File: src/design/cache_pkg.sv
package cache_pkg;

    localparam int ADDR_W = 32;
    localparam int DATA_W = 32;

    typedef enum logic [1:0] {
        SIZE_BYTE = 2'b00,
        SIZE_HALF = 2'b01,
        SIZE_WORD = 2'b10
    } size_t;

    typedef enum logic [2:0] {
        ST_IDLE,
        ST_LOOKUP,
        ST_EVICT,
        ST_WAIT_DRAIN,
        ST_REFILL,
        ST_FINISH
    } ctrl_state_t;

    // dirty victim on its way to memory
    typedef struct packed {
        logic [ADDR_W-3:0] waddr;
        logic [DATA_W-1:0] data;
    } evict_t;

    // byte lanes touched by an access of this size at this offset
    function automatic logic [3:0] apply_size(size_t size, logic [1:0] off);
        logic [3:0] mask;
        case (size)
            SIZE_BYTE: mask = 4'b0001 << off;
            SIZE_HALF: mask = off[1] ? 4'b1100 : 4'b0011;
            default:   mask = 4'b1111;
        endcase
        return mask;
    endfunction

endpackage

File: src/design/cache_way.sv
module cache_way #(
    parameter int INDEX_BITS = 4
) (
    input  logic                                     clk,
    input  logic                                     rst,
    input  logic [cache_pkg::ADDR_W-1:0]             addr,
    input  cache_pkg::size_t                         size,
    input  logic [cache_pkg::DATA_W-1:0]             wdata,
    input  logic                                     we,
    input  logic                                     fill,
    input  logic                                     store,
    output logic                                     hit,
    output logic                                     dirty,
    output logic [cache_pkg::ADDR_W-3-INDEX_BITS:0]  victim_tag,
    output logic [cache_pkg::DATA_W-1:0]             line_data,
    output logic [cache_pkg::DATA_W-1:0]             load_data
);

    import cache_pkg::*;

    localparam int TAG_W = ADDR_W - 2 - INDEX_BITS;
    localparam int LINES = 1 << INDEX_BITS;

    logic [TAG_W-1:0]      addr_tag;
    logic [INDEX_BITS-1:0] addr_idx;
    logic [1:0]            addr_off;

    logic [LINES-1:0]  valid_bits;
    logic [LINES-1:0]  dirty_bits;
    logic [TAG_W-1:0]  tag_mem  [LINES];
    logic [DATA_W-1:0] data_mem [LINES];

    logic [3:0]        lane_mask;
    logic [DATA_W-1:0] aligned_wdata;

    // tag | index | byte offset
    assign addr_tag = addr[ADDR_W-1 -: TAG_W];
    assign addr_idx = addr[INDEX_BITS+1:2];
    assign addr_off = addr[1:0];

    // store data moved up into its lanes
    assign lane_mask     = apply_size(size, addr_off);
    assign aligned_wdata = wdata << {addr_off, 3'b000};

    always_ff @(posedge clk) begin
        if (rst) begin
            valid_bits <= '0;
            dirty_bits <= '0;
        end else if (we) begin
            if (fill) begin
                valid_bits[addr_idx] <= 1'b1;
                dirty_bits[addr_idx] <= 1'b0;
            end else if (store) begin
                dirty_bits[addr_idx] <= 1'b1;
            end
        end
    end

    always_ff @(posedge clk) begin
        if (we && fill) begin
            tag_mem[addr_idx]  <= addr_tag;
            data_mem[addr_idx] <= wdata;
        end else if (we && store) begin
            for (int i = 0; i < 4; i++) begin
                if (lane_mask[i]) begin
                    data_mem[addr_idx][8*i +: 8] <= aligned_wdata[8*i +: 8];
                end
            end
        end
    end

    // arrays read combinationally so a hit answers in the same cycle
    assign victim_tag = tag_mem[addr_idx];
    assign line_data  = data_mem[addr_idx];
    assign hit        = valid_bits[addr_idx] && (victim_tag == addr_tag);
    assign dirty      = valid_bits[addr_idx] && dirty_bits[addr_idx];

    // loads come back right-justified
    assign load_data = line_data >> {addr_off, 3'b000};

endmodule

File: src/design/cache_ctrl.sv
module cache_ctrl #(
    parameter int INDEX_BITS = 4
) (
    input  logic                                     clk,
    input  logic                                     rst,
    input  logic                                     psel,
    input  logic                                     penable,
    input  logic                                     pwrite,
    input  logic [cache_pkg::ADDR_W-1:0]             paddr,
    input  logic [cache_pkg::DATA_W-1:0]             pwdata,
    input  cache_pkg::size_t                         psize,
    output logic [cache_pkg::DATA_W-1:0]             prdata,
    output logic                                     pready,
    output logic                                     pslverr,
    input  logic                                     hit,
    input  logic                                     dirty,
    input  logic [cache_pkg::ADDR_W-3-INDEX_BITS:0]  victim_tag,
    input  logic [cache_pkg::DATA_W-1:0]             line_data,
    input  logic [cache_pkg::DATA_W-1:0]             load_data,
    output logic [cache_pkg::ADDR_W-1:0]             way_addr,
    output cache_pkg::size_t                         way_size,
    output logic [cache_pkg::DATA_W-1:0]             way_wdata,
    output logic                                     way_we,
    output logic                                     way_fill,
    output logic                                     way_store,
    input  logic                                     full,
    input  logic                                     empty,
    output logic                                     push,
    output cache_pkg::evict_t                        push_entry,
    input  logic                                     master_busy,
    output logic                                     refill_req,
    output logic [cache_pkg::ADDR_W-3:0]             refill_addr,
    input  logic                                     refill_done,
    input  logic [cache_pkg::DATA_W-1:0]             refill_data
);

    import cache_pkg::*;

    ctrl_state_t state;
    ctrl_state_t next_state;

    always_ff @(posedge clk) begin
        if (rst) begin
            state <= ST_IDLE;
        end else begin
            state <= next_state;
        end
    end

    always_comb begin
        next_state = state;
        pready     = 1'b0;
        way_fill   = 1'b0;
        way_store  = 1'b0;
        push       = 1'b0;
        refill_req = 1'b0;
        case (state)
            ST_IDLE: begin
                if (psel && !penable) begin
                    next_state = ST_LOOKUP;
                end
            end
            ST_LOOKUP: begin
                if (psel && penable) begin
                    if (hit) begin
                        pready     = 1'b1;
                        way_store  = pwrite;
                        next_state = ST_IDLE;
                    end else if (dirty) begin
                        next_state = ST_EVICT;
                    end else begin
                        next_state = ST_WAIT_DRAIN;
                    end
                end
            end
            ST_EVICT: begin
                // stays here while the buffer is full
                if (!full) begin
                    push       = 1'b1;
                    next_state = ST_WAIT_DRAIN;
                end
            end
            ST_WAIT_DRAIN: begin
                if (empty && !master_busy) begin
                    next_state = ST_REFILL;
                end
            end
            ST_REFILL: begin
                refill_req = 1'b1;
                if (refill_done) begin
                    // fill lands here, so finish sees a hit
                    way_fill   = 1'b1;
                    next_state = ST_FINISH;
                end
            end
            ST_FINISH: begin
                pready     = 1'b1;
                way_store  = pwrite;
                next_state = ST_IDLE;
            end
            default: begin
                next_state = ST_IDLE;
            end
        endcase
    end

    assign way_addr  = paddr;
    assign way_size  = psize;
    assign way_wdata = (state == ST_REFILL) ? refill_data : pwdata;
    assign way_we    = way_fill | way_store;

    // victim word address rebuilt from its tag and our index
    assign push_entry.waddr = {victim_tag, paddr[INDEX_BITS+1:2]};
    assign push_entry.data  = line_data;

    assign refill_addr = paddr[ADDR_W-1:2];

    assign prdata  = load_data;
    assign pslverr = 1'b0;

endmodule

File: src/design/evict_buffer.sv
module evict_buffer #(
    parameter int EVICT_DEPTH = 2
) (
    input  logic              clk,
    input  logic              rst,
    input  logic              push,
    input  cache_pkg::evict_t push_entry,
    input  logic              pop,
    output cache_pkg::evict_t head_entry,
    output logic              empty,
    output logic              full
);

    import cache_pkg::*;

    localparam int PTR_W = (EVICT_DEPTH > 1) ? $clog2(EVICT_DEPTH) : 1;
    localparam int CNT_W = $clog2(EVICT_DEPTH + 1);

    evict_t entries [EVICT_DEPTH];

    logic [PTR_W-1:0] wr_ptr;
    logic [PTR_W-1:0] rd_ptr;
    logic [CNT_W-1:0] count;
    logic             do_push;
    logic             do_pop;

    assign do_push = push && !full;
    assign do_pop  = pop && !empty;

    always_ff @(posedge clk) begin
        if (rst) begin
            wr_ptr <= '0;
            rd_ptr <= '0;
            count  <= '0;
        end else begin
            if (do_push) begin
                wr_ptr <= (wr_ptr == PTR_W'(EVICT_DEPTH - 1)) ? '0 : wr_ptr + 1'b1;
            end
            if (do_pop) begin
                rd_ptr <= (rd_ptr == PTR_W'(EVICT_DEPTH - 1)) ? '0 : rd_ptr + 1'b1;
            end
            // simultaneous push and pop leaves the count alone
            if (do_push && !do_pop) begin
                count <= count + 1'b1;
            end else if (do_pop && !do_push) begin
                count <= count - 1'b1;
            end
        end
    end

    always_ff @(posedge clk) begin
        if (do_push) begin
            entries[wr_ptr] <= push_entry;
        end
    end

    assign head_entry = entries[rd_ptr];
    assign empty      = (count == '0);
    assign full       = (count == CNT_W'(EVICT_DEPTH));

endmodule

File: src/design/mem_master.sv
module mem_master (
    input  logic                         clk,
    input  logic                         rst,
    input  cache_pkg::evict_t            head_entry,
    input  logic                         empty,
    output logic                         pop,
    output logic                         master_busy,
    input  logic                         refill_req,
    input  logic [cache_pkg::ADDR_W-3:0] refill_addr,
    output logic                         refill_done,
    output logic [cache_pkg::DATA_W-1:0] refill_data,
    output logic                         m_psel,
    output logic                         m_penable,
    output logic                         m_pwrite,
    output logic [cache_pkg::ADDR_W-1:0] m_paddr,
    output logic [cache_pkg::DATA_W-1:0] m_pwdata,
    input  logic [cache_pkg::DATA_W-1:0] m_prdata,
    input  logic                         m_pready
);

    import cache_pkg::*;

    typedef enum logic [1:0] {
        M_IDLE,
        M_SETUP,
        M_ACCESS
    } m_state_t;

    m_state_t          state;
    logic              write_q;
    logic [ADDR_W-3:0] waddr_q;
    logic [DATA_W-1:0] wdata_q;
    logic              done;

    always_ff @(posedge clk) begin
        if (rst) begin
            state   <= M_IDLE;
            write_q <= 1'b0;
        end else begin
            case (state)
                M_IDLE: begin
                    // evictions go out before any refill
                    if (!empty) begin
                        write_q <= 1'b1;
                        state   <= M_SETUP;
                    end else if (refill_req) begin
                        write_q <= 1'b0;
                        state   <= M_SETUP;
                    end
                end
                M_SETUP:  state <= M_ACCESS;
                M_ACCESS: begin
                    if (m_pready) begin
                        state <= M_IDLE;
                    end
                end
                default:  state <= M_IDLE;
            endcase
        end
    end

    // request payload, held until the transfer ends
    always_ff @(posedge clk) begin
        if (state == M_IDLE) begin
            waddr_q <= !empty ? head_entry.waddr : refill_addr;
            wdata_q <= head_entry.data;
        end
    end

    assign done        = (state == M_ACCESS) && m_pready;
    assign pop         = done && write_q;
    assign refill_done = done && !write_q;
    assign refill_data = m_prdata;
    assign master_busy = (state != M_IDLE);

    assign m_psel    = (state != M_IDLE);
    assign m_penable = (state == M_ACCESS);
    assign m_pwrite  = write_q;
    assign m_paddr   = {waddr_q, 2'b00};
    assign m_pwdata  = wdata_q;

endmodule

File: src/design/cache_top.sv
module cache_top #(
    parameter int INDEX_BITS  = 4,
    parameter int EVICT_DEPTH = 2
) (
    input  logic                         clk,
    input  logic                         rst,
    input  logic                         psel,
    input  logic                         penable,
    input  logic                         pwrite,
    input  logic [cache_pkg::ADDR_W-1:0] paddr,
    input  logic [cache_pkg::DATA_W-1:0] pwdata,
    input  cache_pkg::size_t             psize,
    output logic [cache_pkg::DATA_W-1:0] prdata,
    output logic                         pready,
    output logic                         pslverr,
    output logic                         m_psel,
    output logic                         m_penable,
    output logic                         m_pwrite,
    output logic [cache_pkg::ADDR_W-1:0] m_paddr,
    output logic [cache_pkg::DATA_W-1:0] m_pwdata,
    input  logic [cache_pkg::DATA_W-1:0] m_prdata,
    input  logic                         m_pready
);

    import cache_pkg::*;

    logic                       hit;
    logic                       dirty;
    logic [ADDR_W-3-INDEX_BITS:0] victim_tag;
    logic [DATA_W-1:0]          line_data;
    logic [DATA_W-1:0]          load_data;
    logic [ADDR_W-1:0]          way_addr;
    size_t                      way_size;
    logic [DATA_W-1:0]          way_wdata;
    logic                       way_we;
    logic                       way_fill;
    logic                       way_store;
    logic                       push;
    evict_t                     push_entry;
    logic                       pop;
    evict_t                     head_entry;
    logic                       empty;
    logic                       full;
    logic                       master_busy;
    logic                       refill_req;
    logic [ADDR_W-3:0]          refill_addr;
    logic                       refill_done;
    logic [DATA_W-1:0]          refill_data;

    cache_ctrl #(
        .INDEX_BITS (INDEX_BITS)
    ) u_ctrl (
        .clk         (clk),
        .rst         (rst),
        .psel        (psel),
        .penable     (penable),
        .pwrite      (pwrite),
        .paddr       (paddr),
        .pwdata      (pwdata),
        .psize       (psize),
        .prdata      (prdata),
        .pready      (pready),
        .pslverr     (pslverr),
        .hit         (hit),
        .dirty       (dirty),
        .victim_tag  (victim_tag),
        .line_data   (line_data),
        .load_data   (load_data),
        .way_addr    (way_addr),
        .way_size    (way_size),
        .way_wdata   (way_wdata),
        .way_we      (way_we),
        .way_fill    (way_fill),
        .way_store   (way_store),
        .full        (full),
        .empty       (empty),
        .push        (push),
        .push_entry  (push_entry),
        .master_busy (master_busy),
        .refill_req  (refill_req),
        .refill_addr (refill_addr),
        .refill_done (refill_done),
        .refill_data (refill_data)
    );

    cache_way #(
        .INDEX_BITS (INDEX_BITS)
    ) u_way (
        .clk        (clk),
        .rst        (rst),
        .addr       (way_addr),
        .size       (way_size),
        .wdata      (way_wdata),
        .we         (way_we),
        .fill       (way_fill),
        .store      (way_store),
        .hit        (hit),
        .dirty      (dirty),
        .victim_tag (victim_tag),
        .line_data  (line_data),
        .load_data  (load_data)
    );

    evict_buffer #(
        .EVICT_DEPTH (EVICT_DEPTH)
    ) u_buffer (
        .clk        (clk),
        .rst        (rst),
        .push       (push),
        .push_entry (push_entry),
        .pop        (pop),
        .head_entry (head_entry),
        .empty      (empty),
        .full       (full)
    );

    mem_master u_master (
        .clk         (clk),
        .rst         (rst),
        .head_entry  (head_entry),
        .empty       (empty),
        .pop         (pop),
        .master_busy (master_busy),
        .refill_req  (refill_req),
        .refill_addr (refill_addr),
        .refill_done (refill_done),
        .refill_data (refill_data),
        .m_psel      (m_psel),
        .m_penable   (m_penable),
        .m_pwrite    (m_pwrite),
        .m_paddr     (m_paddr),
        .m_pwdata    (m_pwdata),
        .m_prdata    (m_prdata),
        .m_pready    (m_pready)
    );

endmodule

File: config.mk
export PLATFORM = sky130hd
export DESIGN_NAME = cache_top
export DESIGN_NICKNAME = d
export VERILOG_FILES = /design/src/design/cache_pkg.sv /design/src/design/cache_way.sv /design/src/design/cache_ctrl.sv /design/src/design/evict_buffer.sv /design/src/design/mem_master.sv /design/src/design/cache_top.sv
export SDC_FILE = /design/constraint.sdc
export NUM_CORES = 1
export LEC_CHECK = 0
export BUFFER_PORTS_ARGS = -buffer_cell sky130_fd_sc_hd__buf_2
export CAP_MARGIN = 20
export CORE_MARGIN = 2
export CORE_UTILIZATION = 56
export CTS_BUF_LIST = sky130_fd_sc_hd__clkbuf_4
export CTS_CLUSTER_DIAMETER = 120
export DETAILED_ROUTE_END_ITERATION = 8
export PLACE_DENSITY = 0.73
export SLEW_MARGIN = 20
export SYNTH_ARGS = -nofsm -noshare
export SYNTH_HDL_FRONTEND = slang
export SYNTH_SLANG_ARGS = --single-unit
File: constraint.sdc
create_clock -name clk -period 10.05 [get_ports clk]
set_input_delay 2.01 -clock clk [delete_from_list [all_inputs] [get_ports clk]]
set_output_delay 2.01 -clock clk [all_outputs]
set_load 0.005 [all_outputs]
==> impl_results.md <==
* Initial core utilization at 56.8%
* Vias at 28000
* Crit Path Category: in -> out
* Critical R2R Launch: u_way.tag_mem[8][2]
* Nets at about 3100
* Clk buf depth at 4
* Flops & latches, synth at 1157
* CTS root buffer: clkbuf_4
* Share of cells above drive strength 1 at between 30% and 40%
* Critical Path AT at around 6.4 ns
* Largest area contributor in the netlist: edfxtp_1
* CP Launch Type: input port
* GRT Util Overall at roughly 30%
* DR vias/cell at 6.42
* Crit. End Element: output pin
* Worst-margin pin slew at between 1 and 1.5 ns
* Critical Path RT at 8.04 ns
* Synth warn at 0
* Sequential element share of the synthesized area at 72.0%
* Top FF cell, synth: edfxtp_1
* Synth Area per Inst at between 15 and 20 um^2
* Most common cell in the netlist: edfxtp_1
* Fmax at 118 MHz
* Area contributors post-synth: edfxtp_1 70%, mux4_2 11%, mux2i_1 3.7%
* Die area at between 80000 and 90000 um^2
* Routed WL per cell at slightly below 30 um
* CTS sink count at 1157
* Final Cycle Share at between 80% and 90%
* Drt total wl at around 130000 um
* Reg-to-reg endpoint: u_way.data_mem[4][31]
* Pint at roughly 8 mW
* Critical-path top delay cell: buf_4
* Hold crit path type: reg -> reg
* Post-Syn Area at ~48000 um^2
* Hold Fails Final Rpt at 0
* Commonest cells post-synth: 1114 x edfxtp_1, 241 x mux4_2, 174 x mux2i_1, 156 x nand2_1, 124 x nor2_1
* # fillers at about 5800
* Cells after Synth at approximately 2600
* FFs w/ async S/R, synth at 0%
* Sw Share at around a quarter
* Max rail drop VDD at 132 uV
* Core Region at 84000 um^2
* Port Buf Inserts at between 200 and 250
* Slew Limit Fails at 0
* Unrepaired setup endpoints after global routing: no
* Total power at ~11 mW
* TritonCTS Buffers at between 300 and 400
* Congestion Overflow GR at 0
* Post-DP HPWL at around 80000 um
* Met1 Usage GRT at between 40% and 50%
* Initial antenna violation count at 8
* Later-pin clock latency in the skew report at ~1.2 ns
* Worst Reg2Reg Path Length in Cells at 9
* Max-Cap Viols at 0
* Max-slew headroom at around a quarter
* Worst path max stage delay at approximately 0.64 ns
* P_sw at roughly 2.8 mW
* DRC Markers at 0
* Status: complete, no violations
* Buf+Inv Stages, Crit Path at 3
* Die W at between 200 and 300 um
* Placed cell area at around 50000 um^2
* Delay-heaviest family, CP: simple AND/OR/NAND/NOR gates
* Area Overhead vs Synth at 13.0%
* First-pass GRT wire length at about 180000 um
* Post-CTS Setup Inserts at 0
* Flop pwr share at ~53%
* Die extent in y at 296 um
* # rows at 106
* Final Critical Period at 8.45 ns
* Comb pwr share at between 10% and 20%
* CP Max Fanout at 78
* P_leak at 18.1 nW
* Hold-fix buffers, CTS at 0
* CP Capture Point: pready
* CTS tree: built
* H-tree Lvls at 5
* Clk_skew at 0.128 ns
* Clock power frac at between 30% and 40%
* Fin Hold WS at approximately 0.47 ns
* Library cells used by synthesis at 79
* Critical path depth at 11
* Met2 usage at between 40% and 50%
* # resized after CTS at 0
* CP startpoint: paddr[5]
* Design area at between 50000 and 60000 um^2
* Reg clk slew, reported paths at about 0.060 ns
* R2R Setup Slk at approximately 5 ns
* Vias in the first global route at between 20000 and 30000
* Crit-path cells: buf_6 > buf_4 > mux4_2 > a2bb2oi_1 > nand3_1 > o2111ai_1 > or4b_1 > nor4b_2 > a41oi_2 > nor3b_1 > buf_2
* Detailed-router iteration count before antenna repair at 6
* Setup TNS Final at 0 ns
* Largest net degree at the start of global routing at 86
* Final setup fails at 0
* EDFF count, synth at 1114
* PD cells at 202 nW/um^2
* Io pins at about 210
* Top cell type's share of synthesized area at ~70%
* Final antenna-violating net count at 0
* GPL Wtd Cong at between 0.9 and 1
* Met3 Usage GRT at roughly 7.5%
* 1st-iter DRT viols at 4137
* Gr busiest metal: met2
==> cell type report <==
cell class | count | area, um^2 | area share, %
multi-input combinational | 1270 | 12800 | 23.7
antenna | 4 | 10.0 | 0.0186
tap | 1134 | 1420 | 2.63
clock buffer | 420 | 3150 | 5.86
timing repair buffer | 279 | 1650 | 3.06
clock inverter | 78 | 460 | 0.855
inverter | 23 | 86.3 | 0.160
sequential | 1157 | 34300 | 63.7
==> layout by cell type, fill, tap and decap left out, drive strengths merged, types with 11 or more instances in the layout <==
| cell | count |
|---|---|
| and2 | 16 |
| xnor2 | 11 |
| o22ai | 20 |
| inv | 28 |
| a21oi | 91 |
| mux4 | 241 |
| o41ai | 16 |
| nor2 | 125 |
| dfxtp | 43 |
| clkinv | 67 |
| o21ai | 68 |
| mux2i | 174 |
| nand2 | 156 |
| buf | 277 |
| nor2b | 25 |
| nor3 | 16 |
| and3 | 20 |
| a22oi | 34 |
| mux2 | 65 |
| o221ai | 13 |
| clkbuf | 422 |
| a211oi | 21 |
| edfxtp | 1114 |
==> per-stage QoR <==
step / setup WS, ns / util (%) / std cells
after detailed placement: 1.50 / 59.7 / 3860
final: 1.60 / 64.1 / 4365
after CTS: 1.50 / 64.0 / 4358
after floorplan: 2.79 / - / 2608
after global routing: 1.35 / 64.1 / 4363
after global placement: 1.51 / 59.6 / 3857
==> worst min path at each step <==
stage,startpoint,end,slack (ns),depth (start not counted)
final,flip-flop,flip-flop,0.47,2
after CTS,flip-flop,flip-flop,0.47,2
after global placement,flip-flop,flip-flop,0.42,2
after floorplan,flip-flop,flip-flop,0.41,2
after detailed placement,flip-flop,flip-flop,0.44,2
after global routing,flip-flop,flip-flop,0.48,2
==> power by group through the flow <==
stage | logic, mW | clock network [mW] | registers [mW]
after CTS | 1.22 | 3.97 | 5.73
final | 1.23 | 3.91 | 5.73
after global routing | 1.32 | 4.22 | 5.75
after global placement | 1.18 | 0 | 5.82
after floorplan | 0.630 | 0 | 5.84
after detailed placement | 1.22 | 0 | 5.83
==> worst register-to-register path: stages, from the launching register on <==
cell and delay, ns:
edfxtp_1 0.38, mux4_2 0.47, mux2i_1 0.27, xor2_1 0.26
o22ai_1 0.15, or4b_1 0.63, nor4b_2 0.45, and4_1 0.62
o221ai_2 0.44, a21oi_1 1.02
==> registers in the layout, summed over array words and instances, names as in the netlist, named ones only <==
register	flops
u_buffer.count	2
u_buffer.entries	124
u_buffer.rd_ptr	1
u_buffer.wr_ptr	1
u_ctrl.state	3
u_master.m_pwdata	32
u_master.m_pwrite	1
u_master.state	2
u_master.waddr_q	30
u_way.data_mem	512
u_way.tag_mem	416
u_way.valid_bits	16
==> cell families (layout without fill, tap and decap cells) <==
kind of cell,Yosys count,count (layout),synth area share (%)
mux,480,480,16.6
flops,1157,1157,72.0
buf+inv,181,800,1.86
xor+xnor,19,19,0.349
fa+ha+maj,1,1,0.0263
simple gates,416,416,4.01
compound gates,351,351,5.14
other cells,1,7,0.00787
==> routing by layer <==
layer | vias to the layer above | share of wire (%)
met5 | - | 0
met4 | 0 | 3.6
met3 | 299 | 12
met2 | 1943 | 46
met1 | 14100 | 38
li1 | 11700 | -
Power figures use the tool's default switching activity.
